File: src/verilog/llc_pkg.sv
// ****************************
// LLC shared definitions
// ****************************
`default_nettype none

package llc_pkg;

    localparam int WORD_BITS   = 32;
    localparam int LINE_WORDS  = 4;
    localparam int OFFSET_BITS = 2;
    localparam int ADDR_BITS   = 16;

    typedef logic [WORD_BITS-1:0] word_t;
    typedef logic [LINE_WORDS*WORD_BITS-1:0] line_t;

    typedef enum logic {
        INVALID = 1'b0,
        VALID   = 1'b1
    } llc_state_t;

    typedef enum logic {
        OP_READ  = 1'b0,
        OP_WRITE = 1'b1
    } core_op_t;

    typedef enum logic {
        MEM_FETCH     = 1'b0,
        MEM_WRITEBACK = 1'b1
    } mem_op_t;

    // Controller states.
    typedef enum logic [2:0] {
        S_IDLE, S_LOOK, S_CHECK, S_EVICT, S_FETCH, S_WAIT, S_UPDATE, S_STORE
    } ctrl_state_t;

endpackage

`default_nettype wire

File: src/verilog/llc_ctrl.sv
// ****************************
// LLC request controller
// ****************************
`timescale 1ns/1ps
`default_nettype none

module llc_ctrl #(
    parameter int WAYS        = 4,
    parameter int SET_BITS    = 3,
    localparam int TAG_BITS   = llc_pkg::ADDR_BITS - SET_BITS - llc_pkg::OFFSET_BITS,
    localparam int WAY_BITS   = $clog2(WAYS)
) (
    input  logic                          clk,
    input  logic                          rst,
    input  logic                          req_valid,
    input  llc_pkg::core_op_t             req_op,
    input  logic [llc_pkg::ADDR_BITS-1:0] req_addr,
    input  llc_pkg::word_t                req_wdata,
    input  logic                          hit,
    input  logic [WAY_BITS-1:0]           hit_way,
    input  logic [WAY_BITS-1:0]           victim_way,
    input  logic                          victim_from_ptr,
    input  llc_pkg::line_t                lines_buf [WAYS],
    input  logic [TAG_BITS-1:0]           tags_buf [WAYS],
    input  logic                          dirty_bits_buf [WAYS],
    input  logic                          mem_rsp_valid,
    output logic                          busy,
    output logic                          rsp_valid,
    output llc_pkg::word_t                rsp_rdata,
    output logic                          mem_req_valid,
    output llc_pkg::mem_op_t              mem_req_op,
    output logic [llc_pkg::ADDR_BITS-1:0] mem_req_addr,
    output llc_pkg::line_t                mem_req_line,
    output logic [SET_BITS-1:0]           set_idx,
    output logic [TAG_BITS-1:0]           tag,
    output logic                          rd_mem_en,
    output logic                          look,
    output logic                          rst_state,
    output logic                          rsp_load,
    output logic [WAY_BITS-1:0]           way,
    output logic                          wr_en_lines_buf,
    output llc_pkg::line_t                lines_buf_wr_data,
    output logic                          wr_en_tags_buf,
    output logic [TAG_BITS-1:0]           tags_buf_wr_data,
    output logic                          wr_en_states_buf,
    output llc_pkg::llc_state_t           states_buf_wr_data,
    output logic                          wr_en_dirty_bits_buf,
    output logic                          dirty_bits_buf_wr_data,
    output logic                          incr_evict_way_buf,
    output logic                          wr_set
);

    localparam int WB = llc_pkg::WORD_BITS;

    llc_pkg::ctrl_state_t            state;
    llc_pkg::core_op_t               op_r;
    logic [llc_pkg::ADDR_BITS-1:0]   addr_r;
    llc_pkg::word_t                  wdata_r;
    logic [WAY_BITS-1:0]             way_r;
    logic                            hit_r;
    logic                            from_ptr_r;
    logic                            wb_sent;
    logic [llc_pkg::OFFSET_BITS-1:0] offset;
    llc_pkg::line_t                  line_sel;
    logic                            is_write;

    assign offset   = addr_r[llc_pkg::OFFSET_BITS-1:0];
    assign set_idx  = addr_r[llc_pkg::OFFSET_BITS +: SET_BITS];
    assign tag      = addr_r[llc_pkg::ADDR_BITS-1 -: TAG_BITS];
    assign line_sel = lines_buf[way_r];
    assign is_write = (op_r == llc_pkg::OP_WRITE);

    always_ff @(posedge clk or negedge rst) begin
        if (!rst) begin
            state      <= llc_pkg::S_IDLE;
            hit_r      <= 1'b0;
            from_ptr_r <= 1'b0;
            wb_sent    <= 1'b0;
        end else begin
            case (state)
                llc_pkg::S_IDLE: if (req_valid) state <= llc_pkg::S_LOOK;
                llc_pkg::S_LOOK: state <= llc_pkg::S_CHECK;
                llc_pkg::S_CHECK: begin
                    hit_r      <= hit;
                    from_ptr_r <= !hit && victim_from_ptr;
                    // Only a pointer victim can be valid, hence possibly dirty.
                    if (hit) begin
                        state <= llc_pkg::S_UPDATE;
                    end else if (victim_from_ptr && dirty_bits_buf[victim_way]) begin
                        state <= llc_pkg::S_EVICT;
                    end else begin
                        state <= llc_pkg::S_FETCH;
                    end
                end
                llc_pkg::S_EVICT: begin
                    wb_sent <= 1'b1;
                    state   <= llc_pkg::S_FETCH;
                end
                llc_pkg::S_FETCH: begin
                    // One quiet cycle after a write-back keeps the strobes apart.
                    if (wb_sent) begin
                        wb_sent <= 1'b0;
                    end else begin
                        state <= llc_pkg::S_WAIT;
                    end
                end
                llc_pkg::S_WAIT: if (mem_rsp_valid) state <= llc_pkg::S_UPDATE;
                llc_pkg::S_UPDATE: state <= llc_pkg::S_STORE;
                default: state <= llc_pkg::S_IDLE;
            endcase
        end
    end

    always_ff @(posedge clk) begin
        if (state == llc_pkg::S_IDLE && req_valid) begin
            op_r    <= req_op;
            addr_r  <= req_addr;
            wdata_r <= req_wdata;
        end
        if (state == llc_pkg::S_CHECK) begin
            way_r <= hit ? hit_way : victim_way;
        end
    end

    assign busy      = (state != llc_pkg::S_IDLE);
    assign rsp_valid = (state == llc_pkg::S_STORE);
    assign rst_state = (state == llc_pkg::S_STORE);
    assign wr_set    = (state == llc_pkg::S_STORE);
    assign rsp_rdata = line_sel[offset*WB +: WB];
    assign rd_mem_en = (state == llc_pkg::S_LOOK);
    assign look      = (state == llc_pkg::S_LOOK);
    assign rsp_load  = (state == llc_pkg::S_WAIT) && mem_rsp_valid;
    assign way       = way_r;

    assign mem_req_valid = (state == llc_pkg::S_EVICT) || (state == llc_pkg::S_FETCH && !wb_sent);
    assign mem_req_op    = (state == llc_pkg::S_EVICT) ? llc_pkg::MEM_WRITEBACK : llc_pkg::MEM_FETCH;
    assign mem_req_addr  = (state == llc_pkg::S_EVICT) ?
                           {tags_buf[way_r], set_idx, {llc_pkg::OFFSET_BITS{1'b0}}} :
                           {tag, set_idx, {llc_pkg::OFFSET_BITS{1'b0}}};
    assign mem_req_line  = line_sel;

    always_comb begin
        lines_buf_wr_data = line_sel;
        lines_buf_wr_data[offset*WB +: WB] = wdata_r;
    end

    assign wr_en_lines_buf    = (state == llc_pkg::S_UPDATE) && is_write;
    assign wr_en_tags_buf     = (state == llc_pkg::S_UPDATE);
    assign tags_buf_wr_data   = tag;
    assign wr_en_states_buf   = (state == llc_pkg::S_UPDATE);
    assign states_buf_wr_data = llc_pkg::VALID;
    // Read hits keep their dirty bit, fills start clean.
    assign wr_en_dirty_bits_buf   = (state == llc_pkg::S_UPDATE) && (is_write || !hit_r);
    assign dirty_bits_buf_wr_data = is_write;
    assign incr_evict_way_buf     = (state == llc_pkg::S_UPDATE) && from_ptr_r;

endmodule

`default_nettype wire

File: config.mk
export PLATFORM = sky130hd
export DESIGN_NAME = llc_ctrl
export DESIGN_NICKNAME = d
export VERILOG_FILES = /design/src/verilog/llc_pkg.sv /design/src/verilog/llc_ctrl.sv
export SDC_FILE = /design/constraint.sdc
export NUM_CORES = 1
export LEC_CHECK = 0
export BUFFER_PORTS_ARGS = -buffer_cell sky130_fd_sc_hd__buf_2
export CORE_AREA = 5 5 375 377
export CTS_CLUSTER_SIZE = 24
export DETAILED_ROUTE_END_ITERATION = 16
export DIE_AREA = 0 0 380 382
export SLEW_MARGIN = 30
export SYNTH_ARGS = -nofsm -noshare
export SYNTH_HDL_FRONTEND = slang
export SYNTH_SLANG_ARGS = --single-unit
File: constraint.sdc
create_clock -name clk -period 4.5 [get_ports clk]
set_input_delay 0.675 -clock clk [delete_from_list [all_inputs] [get_ports clk]]
set_output_delay 0.675 -clock clk [all_outputs]
set_load 0.02 [all_outputs]
=== Yosys cells after proc, flatten, opt, wreduce, memory -nomap -nowiden ===
Index checks and enable logic that the tools add are counted.

* Input port bits: 619
* Output and inout bits: 347
* Word-level logic and storage cells: 63
* Bits in registers: 57

* Order comparisons: 2
* $add $sub $neg: 1
* Shifts and indexed selects: 3
* Bitwise gates (word level): 2
* Multiplexer cells: 20
* Reductions and logical operators: 17
* Eq/ne operators: 10

{| class="wikitable"
|+ Operators by type and width
! cell !! number
|-
| $bmux 128 s2 || 1
|-
| $mux 128 || 2
|-
| $bwmux 128 || 1
|-
| $shift 32x34->128 const A || 1
|-
| $shiftx 128x8->32 || 1
|-
| $shiftx 32x34->128 || 1
|-
| $neg 7->34 || 1
|-
| $bmux 11 s2 || 1
|-
| $mux 11 || 2
|-
| $pmux 3 s7 || 1
|-
| $mux 16 || 1
|-
| $mux 3 || 5
|-
| $eq 3x3->1 const B || 4
|-
| $logic_and 1x1->1 || 8
|-
| $eq 3x2->1 const B || 2
|-
| $ge 3x3->1 const B || 2
|-
| $ne 2x2->1 const B || 3
|-
| $not 2->3 || 2
|-
| $eq 3x1->1 const B || 1
|-
| $logic_not 1->1 || 3
|-
| $logic_not 3->1 || 1
|-
| $mux 1 || 3
|-
| $reduce_and 3->1 || 1
|-
| $reduce_bool 3->1 || 1
|-
| 5 further kinds || 6
|}

=== Depth between registers and ports, before layout ===
Gate-level depths: netlist of the first run.

* Depth after elaboration: 8
* Gate-level depth with buffers: 7
* Mapped depth without buffers: 5

=== Worst setup path after synthesis of the first run ===
Ideal clock, no wire load.

* Kind: input to register
* Start: input req_valid
* End: register addr_r[0] in the netlist's numbering, enable pin
* Cell stages on the path: 2
* Required time: 3,974 ps
* Arrival time: 4,415 ps
* Library setup time: 526 ps
* Path buffers: 0
* Setup slack: -442 ps
* Cells stage by stage: nor2b_1 > nor3b_1

* Longest elaborated chain between the ends: 1

{| class="wikitable"
|+ RTL lines
! element !! line !! source
|-
| from (decl) || llc_ctrl.sv:15 || <nowiki>input logic req_valid,</nowiki>
|-
| $logic_and 1x1->1 || llc_ctrl.sv:115 || <nowiki>if (state == llc_pkg::S_IDLE && req_valid) begin</nowiki>
|-
| to (signal assigned) || llc_ctrl.sv:117 || <nowiki>addr_r <= req_addr;</nowiki>
|-
| to (decl) || llc_ctrl.sv:57 || <nowiki>logic [llc_pkg::ADDR_BITS-1:0] addr_r;</nowiki>
|}

No other way between the ends.
A chain may end at the register's enable or synchronous reset.

=== Worst setup path in the final report of the first run ===
* Start: register addr_r[0] in the netlist's numbering
* End: output lines_buf_wr_data[46]

* Longest elaborated chain between the ends: 3
* Elaborated cells on any way between the ends: 4
* Classes of those cells: add/sub (1); shift (2); mux (1)

{| class="wikitable"
|+ RTL lines
! element !! line !! source
|-
| $neg 7->34 * || llc_ctrl.sv:144 || <nowiki>lines_buf_wr_data[offset*WB +: WB] = wdata_r;</nowiki>
|-
| $shiftx 32x34->128 or $shift 32x34->128 (tied branches) || llc_ctrl.sv:144 ||
|-
| $bwmux 128 * || llc_ctrl.sv:144 ||
|-
| to (decl) || llc_ctrl.sv:42 || <nowiki>output llc_pkg::line_t lines_buf_wr_data,</nowiki>
|}

Every way passes the cells marked *; elsewhere a longest branch is shown, timed or not.

==> reports/results.tsv, run 1 <==
metric	value	unit
crit-path max cell delay	870	ps
reported max-cap violation count	0	
clock slew at reported path FFs	80	ps
CP delay by family, top	simple AND/OR/NAND/NOR gates	
maximum number of pins on one net before global-route repair	51	
final setup vio count	0	
Synth Flop Type	edfxtp_1	
Fin Setup TNS	0	ps
clk root buf	clkbuf_16	
CTS Buffer Depth	2	
P per Cell Area	323	nW/µm²
core area	137000	µm²
Worst Reg-to-Reg Cells	3	
sw frac	0.563	
gr usage total	0.135	
RSZ-0062 raised after global routing	false	
Hold Path Class	in2async	
Sw Pwr	2.78	mW
# Post-CTS Setup Buffers	0	
Synth cell types	31	
post-route ant nets	0	
Critical-path top delay cell	and4b_2	
FF-to-FF Start	state[1]	
CTS buffer count	9	
layout cells sized above 1	0.670	
Die Width	380	µm
Vias	12000	
Slew @ Worst Pin	957	ps
commonest non-fill, non-tap cell in the layout	buf_2	
worst-path cell chain	inv_1, ha_2, and4b_2, buf_4, nand2_1, o21ai_1, buf_2	
starting density of the core	0.0603	
Crit Path Class	reg2out	
drt pass-1 iters	6	
Async S/R FF share, synth	0.105	
Seq cells post-synth	57	
Reg2Reg Setup Slack	2450	ps
Critical Path End Type	output port	
Clock power frac	0.150	
cts hold-fix bufs	0	
initial antenna violation count	72	
Buf+Inv Stages, Crit Path	3	
Worst-Skew Late Latency	390	ps
GP Congestion	1.03	
total power	4.95	mW
drt wl/cell	29.0	µm
worst clock skew	10.5	ps
count of pins over their slew limit	0	
CTS tree	yes	
Core Rows	136	
DIE AREA	145000	µm²
io pins	966	
Port Buffers	962	
CP Data Arrival Time	3290	ps
relative slew slack	0.362	
Initial DRC Count	1108	
dpl hpwl	92.8	mm
Post-synth EDFFs	51	
Final Hold Vio Count	0	
P&R area growth vs syn	85.9	%
post-synthesis cell area	8250	µm²
final WL	104	mm
Worst Path Required	3830	ps
Leakage Power	7.06	nW
post-cts sizing count	0	
warnings from Yosys	0	
Chip Height	382	µm
Startpoint Class	register	
first-pass GRT wire length	128	mm
Tcrit/Tclk final	0.880	
number of clock sinks	57	
nets@finish	2377	
htree depth	3	
Seq pwr share	0.160	
Final Critical Period	3960	ps
status	complete, no violations	
maximum vdd drop	0.199	mV
commonest non-fill, non-tap cells in the layout	962 x buf_2, 163 x nand2_1, 140 x mux4_2	
GRT Residual Overflow	0	
FF-to-FF End	from_ptr_r	
Int Power	2.16	mW
Vias per Instance	3.35	
detailed-route DRC error count	0	
fmax	0.253	GHz
Mapped Cells	862	
logic gate share of total power	0.690	
syn_area_per_cell	9.57	µm²
register area share after synthesis	0.204	
vias in the first global route	12100	
Critical Path Fanout Max	23	
area by class of cell:
class / instances / area, µm²
inverter: 133 / 499
antenna: 26 / 65.1
multi-input combinational: 560 / 5490
fill: 16000 / 121000
clock inverter: 7 / 55.1
sequential: 57 / 1680
timing repair buffer: 992 / 5070
clock buffer: 9 / 225
tap: 1794 / 2240
worst max-delay path by stage:
stage	cells past startpoint	slack [ps]	to	startpoint
6_report	7	540	lines_buf_wr_data[46]	addr_r[0]
5_1_grt	7	370	lines_buf_wr_data[46]	addr_r[0]
4_1_cts	7	470	lines_buf_wr_data[46]	addr_r[0]
3_5_place_dp	7	940	lines_buf_wr_data[46]	addr_r[0]
3_3_place_gp	7	910	lines_buf_wr_data[33]	addr_r[0]
2_1_floorplan	2	1300	addr_r[0]	req_valid
power groups by stage:
stage	clock [mW]	combinational (mW)	sequential, mW
after floorplan	0	1.81	0.730
after global placement	0	3.48	0.797
after detailed placement	0	3.48	0.800
after CTS	0.777	3.49	0.789
after global routing	0.787	3.59	0.801
final	0.743	3.41	0.792
per-stage QoR:
| stage | utilization | std cells | worst slack (ps) | cell area (µm²) | hold slack, ps |
|---|---|---|---|---|---|
| finish | 0.112 | 3578 | 540 | 15300 | 123 |
| global route | 0.112 | 3569 | 367 | 15300 | 109 |
| CTS | 0.112 | 3552 | 468 | 15300 | 85.6 |
| detailed placement | 0.109 | 3536 | 937 | 15000 | 501 |
| global placement | 0.109 | 3536 | 912 | 15000 | 487 |
| floorplan | - | 863 | 1300 | 8250 | 379 |
synthesized netlist by cell type, drive strengths merged, types with 6 or more instances:
| cell | n | share of area |
|---|---|---|
| edfxtp | 51 | 0.19 |
| nor2 | 6 | 0.0027 |
| nor2b | 7 | 0.0053 |
| buf | 64 | 0.060 |
| inv | 133 | 0.061 |
| a22oi | 65 | 0.059 |
| nand2 | 163 | 0.074 |
| clkbuf | 49 | 0.022 |
| dfrtp | 6 | 0.018 |
| mux2 | 15 | 0.020 |
| mux4 | 140 | 0.38 |
| o21ai | 132 | 0.080 |
layer usage:
layer  GRT usage  vias to the layer above  routed length (µm)
met4      0.0488                       18                4190
met5           0                        -                 205
li1            -                     4933                   -
met3      0.0448                      181                9730
met2       0.232                      985               50300
met1       0.157                     5871               39200
worst register-to-register path: cells and delay by family (launching register included):
family | cells | cell delay (ps)
simple gates | 2 | 930
flops | 1 | 590
mux | 1 | 410
kinds of logic (layout without fill, tap and decap cells):
logic type               count (synthesis)  after routing  share of synthesized area
AO/OA/AOI/OAI                          201            201                      0.142
adder cells (fa/ha/maj)                  5              5                    0.00759
AND/OR/NAND/NOR                        196            196                     0.0997
buffers and inverters                  246           1141                      0.142
multiplexers                           155            155                      0.403
flip-flops                              57             57                      0.204
other                                    2             29                   0.000911
flip-flops by register name, indices dropped and copies added, names as in the netlist:
| signal | count |
|---|---|
| from_ptr_r | 1 |
| hit_r | 1 |
| dirty_bits_buf_wr_data | 1 |
| addr_r | 16 |
| state | 3 |
| wdata_r | 32 |
| way | 2 |
| wb_sent | 1 |
Power figures use the tool's default switching activity.
==> run 2: changes to the inputs <==
Clock period 4.5 ns to 4 ns, I/O delays scaled along.
==> reports/results.tsv, run 2 (synthesis gave the netlist of run 1 again) <==
metric	value	unit	change
vias in the first global route	12300		+1.9%
Placement Cell Area	15100	µm²	+0.65%
reported max-cap violation count	0		unchanged
post-route ant nets	0		unchanged
layout cells sized above 1	0.670		about the same
Post-Layout Inst Area	15500	µm²	+0.99%
Clock power frac	0.166		+0.016
# fillers	15900		-0.73%
io pins	966		unchanged
Worst Reg-to-Reg Cells	3		unchanged
Worst Path Required	3400	ps	-430 ps
Tcrit/Tclk final	0.934		
logic gate share of total power	0.679		-0.011
maximum number of pins on one net before global-route repair	51		unchanged
Startpoint Class	register		
Critical Path End Type	output port		
commonest non-fill, non-tap cells in the layout	962 x buf_2, 163 x nand2_1, 140 x mux4_2		
commonest non-fill, non-tap cell in the layout	buf_2		
sw frac	0.546		-0.0168
Hold Path Class	in2reg		
Critical-path top delay cell	mux4_2		
registers with the most flip-flops	wdata_r: 32 flops, addr_r: 16 flops, state: 3 flops		
Leakage Power	7.14	nW	+1.0%
first-pass GRT wire length	127	mm	-1.5%
Top reg by flops	wdata_r		
Initial DRC Count	1208		+9.0%
Port Buffers	962		unchanged
htree depth	3		unchanged
count of pins over their slew limit	0		unchanged
Largest register FFs	32		unchanged
Slew @ Worst Pin	874	ps	-83.7 ps
drt pass-1 iters	5		-1
DIE AREA	145000	µm²	unchanged
fmax	0.268	GHz	
Critical Path Fanout Max	25		+8.7%
Int Power	2.58	mW	+19%
nets@finish	2385		+0.34%
P per Cell Area	367	nW/µm²	+14%
final setup vio count	0		unchanged
post-cts sizing count	0		unchanged
gr usage total	0.133		-0.00251
Sw Pwr	3.10	mW	+12%
CP Data Arrival Time	3140	ps	-150 ps
Core Rows	136		unchanged
detailed-route DRC error count	0		unchanged
Vias per Instance	3.44		+2.6%
RSZ-0062 raised after global routing	false		
worst clock skew	11.3	ps	+0.792 ps
Fin Setup TNS	0	ps	unchanged
Crit Path Class	reg2out		
worst-path cell chain	buf_4, mux4_2, a22oi_1, nand2_1, buf_2		
Worst-Skew Late Latency	390	ps	about the same
clock slew at reported path FFs	70	ps	about the same
CTS tree	yes		
P&R area growth vs syn	87.7	%	
Final Critical Period	3740	ps	
multi-input logic area	5480	µm²	about the same
maximum vdd drop	0.201	mV	+1.1%
relative slew slack	0.416		+0.0546
GP Congestion	1.12		+8.3%
Reg2Reg Setup Slack	1680	ps	-770 ps
number of clock sinks	57		unchanged
Reg area	1680	µm²	unchanged
CTS buffer count	9		unchanged
final WL	102	mm	-1.9%
status	complete, no violations		
clk root buf	clkbuf_16		
dpl hpwl	91.1	mm	-1.8%
crit-path max cell delay	760	ps	-110 ps
WHS	374	ps	+252 ps
starting density of the core	0.0603		unchanged
CTS Buffer Depth	2		unchanged
Seq pwr share	0.155		-0.005
Final Hold Vio Count	0		unchanged
drt wl/cell	28.3	µm	-2.2%
fin util	0.113		+0.00111
core area	137000	µm²	unchanged
GRT Residual Overflow	0		unchanged
Chip Height	382	µm	unchanged
total power	5.68	mW	+15%
cell count of the worst hold path	1		
Vias	12300		+2.8%
initial antenna violation count	83		+15%
Die Width	380	µm	unchanged
-- run 2: cell types whose count changed in the layout (fill, tap and decap cells not counted) --
cell	delta
buf_12	+4
nor3_1	+1
nor3_2	-1
buf_6	-1
clkinvlp_4	-1
buf_4	+4
bufinv_16	+2
clkinv_2	-1
dlygate4sd3_1	+1
-- run 2: power by group through the flow --
stage,Clock [mW],Combinational (mW),Sequential [mW]
floorplan,0,2.04,0.821
finish,0.944,3.86,0.880
global route,1.01,4.05,0.887
detailed placement,0,3.91,0.889
CTS,0.995,3.92,0.877
global placement,0,3.89,0.885
-- run 2: stage by stage --
stage          cells  worst slack [ps]
6_report        3586               265
5_1_grt         3585               125
4_1_cts         3560              41.1
3_5_place_dp    3543               513
3_3_place_gp    3543               536
2_1_floorplan    863               878
-- run 2: path summary, 6_finish.rpt --
path                         startpoint             to
setup / recovery                 way[0]  rsp_rdata[31]
hold / removal             req_wdata[8]     wdata_r[8]
setup reg to reg               state[1]     from_ptr_r
hold reg to reg                   hit_r          hit_r
max in group asynchronous           rst       state[2]
min in group asynchronous           rst          hit_r
-- run 2: final cells by class --
type,count,area share
well taps,1794,0.145
inverters,133,0.0323
multi-input cells,560,0.354
flip-flops and latches,57,0.109
diodes,26,0.00420
clock buffers,9,0.0145
repair buffers,1000,0.334
clock inverters,7,0.00663
-- run 2: timing repair --
action | CTS | global route
hold endpoints to repair | 6 | 0
setup buffers | 0 | 0
hold buffers | 1 | 0
-- run 2: metal layers --
metal	global-route usage	part of all wire	vias up
met5	0	0.0022	-
met1	0.151	0.37	5948
li1	-	-	4945
met2	0.224	0.47	1161
met3	0.0483	0.11	235
met4	0.0567	0.050	34
-- run 2: critical path: cells and delay by family, from the launching register on --
kind            cells  cell delay, ps
buf+inv             2             700
mux                 1             760
flops               1             400
compound gates      1             630
simple gates        1             220
==> run 3: changes to the inputs <==
Settings changed: ABC_AREA set to 1, CORE_AREA 5 5 375 377 to 5 5 371 373, DIE_AREA 0 0 380 382 to 0 0 376 378.
==> reports/results.tsv, run 3 <==
metric	value	unit	change
htree depth	3		unchanged
Synth Flop Type	edfxtp_1		
commonest non-fill, non-tap cells in the layout	950 x buf_2, 706 x nand2_1, 301 x nand3_1		
post-synth top area share	0.275		-0.107
Vias	16800		+36%
Async S/R FF share, synth	0.105		unchanged
dpl hpwl	115	mm	+26%
io pins	966		unchanged
worst clock skew	11.2	ps	-0.156 ps
nets@finish	3275		+37%
Hold Path Class	in2async		
CTS Buffer Depth	2		unchanged
Seq cells post-synth	57		unchanged
worst-path cell chain	buf_12, buf_4, nand2_1, nand3_1, nand2_1, o22ai_1, buf_2		
commonest non-fill, non-tap cell in the layout	buf_2		
CP dominant cell by count	nand2_1		
Final Hold Vio Count	0		unchanged
Initial DRC Count	1358		+12%
Startpoint Class	register		
syn_area_per_cell	5.37	µm²	-44%
total power	8.26	mW	+45%
cts hold-fix bufs	0		-1
Final Critical Period	3750	ps	+11.2 ps
CTS buffer count	9		unchanged
largest area contributor in the netlist	nand2_1		
Post-synth EDFFs	51		unchanged
vias in the first global route	16400		+33%
drt pass-1 iters	5		unchanged
P&R area growth vs syn	73.3	%	
status	complete, no violations		
register area share after synthesis	0.174		-0.0298
FF-to-FF Start	state[2]		
post-cts sizing count	0		unchanged
clk root buf	clkbuf_16		
top cells by count, synth	708 x nand2_1, 302 x nand3_1, 169 x inv_1		
top post-synthesis cells by area	nand2_1 28%, edfxtp_1 16%, nand3_1 16%		
Synth cell types	26		-16%
count of pins over their slew limit	0		unchanged
drt wl/cell	29.2	µm	+3.0%
CP Data Arrival Time	3150	ps	about the same
Die Width	376	µm	-1.1%
Top reg by flops	wdata_r		
# Post-CTS Setup Buffers	0		unchanged
DIE AREA	142000	µm²	-2.1%
Reg2Reg Setup Slack	1650	ps	-30 ps
Post-Layout Inst Area	16700	µm²	+8.1%
GRT Residual Overflow	0		unchanged
Placement Cell Area	16400	µm²	+8.9%
Worst Path Required	3400	ps	about the same
Worst Reg-to-Reg Cells	4		+1
fmax	0.267	GHz	-0.30%
RSZ-0062 raised after global routing	false		
Core Rows	135		-0.74%
CTS tree	yes		
Crit Path Class	reg2out		
post-synthesis cell area	9660	µm²	+17%
gr usage total	0.171		+0.0384
Chip Height	378	µm	-1.0%
Leakage Power	8.80	nW	+23%
Slew @ Worst Pin	894	ps	+20.9 ps
post-route ant nets	0		unchanged
Mapped Cells	1799		+110%
maximum vdd drop	0.220	mV	+9.0%
Critical Path Fanout Max	86		+240%
cell with the most instances after synthesis	nand2_1		
relative slew slack	0.401		-0.0149
core area	134000	µm²	-1.8%
registers with the most flip-flops	wdata_r: 32 flops, addr_r: 16 flops, state: 3 flops		
starting density of the core	0.0719		+0.0117
Largest register FFs	32		unchanged
first-pass GRT wire length	160	mm	+27%
reported max-cap violation count	0		unchanged
number of clock sinks	57		unchanged
Critical Path End Type	output port		
final setup vio count	0		unchanged
crit-path max cell delay	630	ps	-130 ps
initial antenna violation count	49		-41%
detailed-route DRC error count	0		unchanged
warnings from Yosys	0		unchanged
maximum number of pins on one net before global-route repair	87		+71%
Tcrit/Tclk final	0.937		+0.00279
Worst-Skew Late Latency	380	ps	about the same
GP Congestion	0.936		-16%
layout cells sized above 1	0.402		-0.268
Port Buffers	962		unchanged
clock slew at reported path FFs	60	ps	about the same
Vias per Instance	3.77		+9.7%
Critical-path top delay cell	o22ai_1		
Fin Setup TNS	0	ps	unchanged
fin util	0.125		+0.0115
FF-to-FF End	wdata_r[29]		
final WL	130	mm	+28%
P per Cell Area	493	nW/µm²	+34%
## run 3: changes by cell type after synthesis, sizes merged, moves of 10 or more
cell / delta
nand2: +545
nand3: +302
mux4: -140
o22ai: +96
buf: +75
a22oi: -65
nor2: +61
a21oi: +58
o21ai: -49
inv: +47
o32ai: +32
mux2: -15
a31oi: +10
## run 3: layout make-up
class	count	area, µm²
Inverter	180	693
Antenna cell	23	57.6
Multi-Input combinational cell	1373	6230
Clock inverter	6	35.0
Fill cell	16000	118000
Clock buffer	10	229
Timing Repair Buffer	1030	5580
Tap cell	1781	2230
Sequential cell	57	1680
## run 3: cell families (layout without fill, tap and decap cells)
kind of cell,Yosys count,after routing,share of synthesized area
compound gates,282,282,0.173
fa+ha+maj,5,5,0.00648
buf+inv,370,1226,0.184
flops,57,57,0.174
other cells,2,26,0.000778
simple gates,1083,1083,0.461
## run 3: layer usage
layer	routed length, µm	GRT usage	vias to the layer above
met2	60600	0.286	1030
met3	13600	0.0623	115
li1	-	-	7617
met4	2910	0.0369	12
met1	52900	0.211	8042
met5	69	0	-
## run 3: critical path, delay by kind of cell, from the launching register on
family                 cells  cell delay [ps]
buffers and inverters      3             1060
flip-flops                 1              510
AND/OR/NAND/NOR            3              480
AO/OA/AOI/OAI              1              630
## run 3: worst max-delay path by stage
stage / from / to / depth (start not counted)
floorplan: state[2] / addr_r[0] / 4
global placement: way[0] / lines_buf_wr_data[47] / 8
detailed placement: way[0] / lines_buf_wr_data[47] / 8
CTS: way[0] / lines_buf_wr_data[47] / 8
global route: way[0] / lines_buf_wr_data[47] / 8
finish: way[0] / lines_buf_wr_data[49] / 7
## run 3: metrics by stage
stage               hold slack, ps  worst slack, ps  cells
finish                        50.4              254   4460
global route                  37.4             82.4   4442
CTS                           20.3              111   4437
detailed placement             450              545   4421
global placement               460              553   4421
floorplan                      304              580   1800
## run 3: where the power goes
group,switching [mW],internal [mW],leakage (nW)
clock,0.372,0.415,0.128
combinational,4.92,1.66,8.13
sequential,0.112,0.783,0.538
total,5.40,2.85,8.80
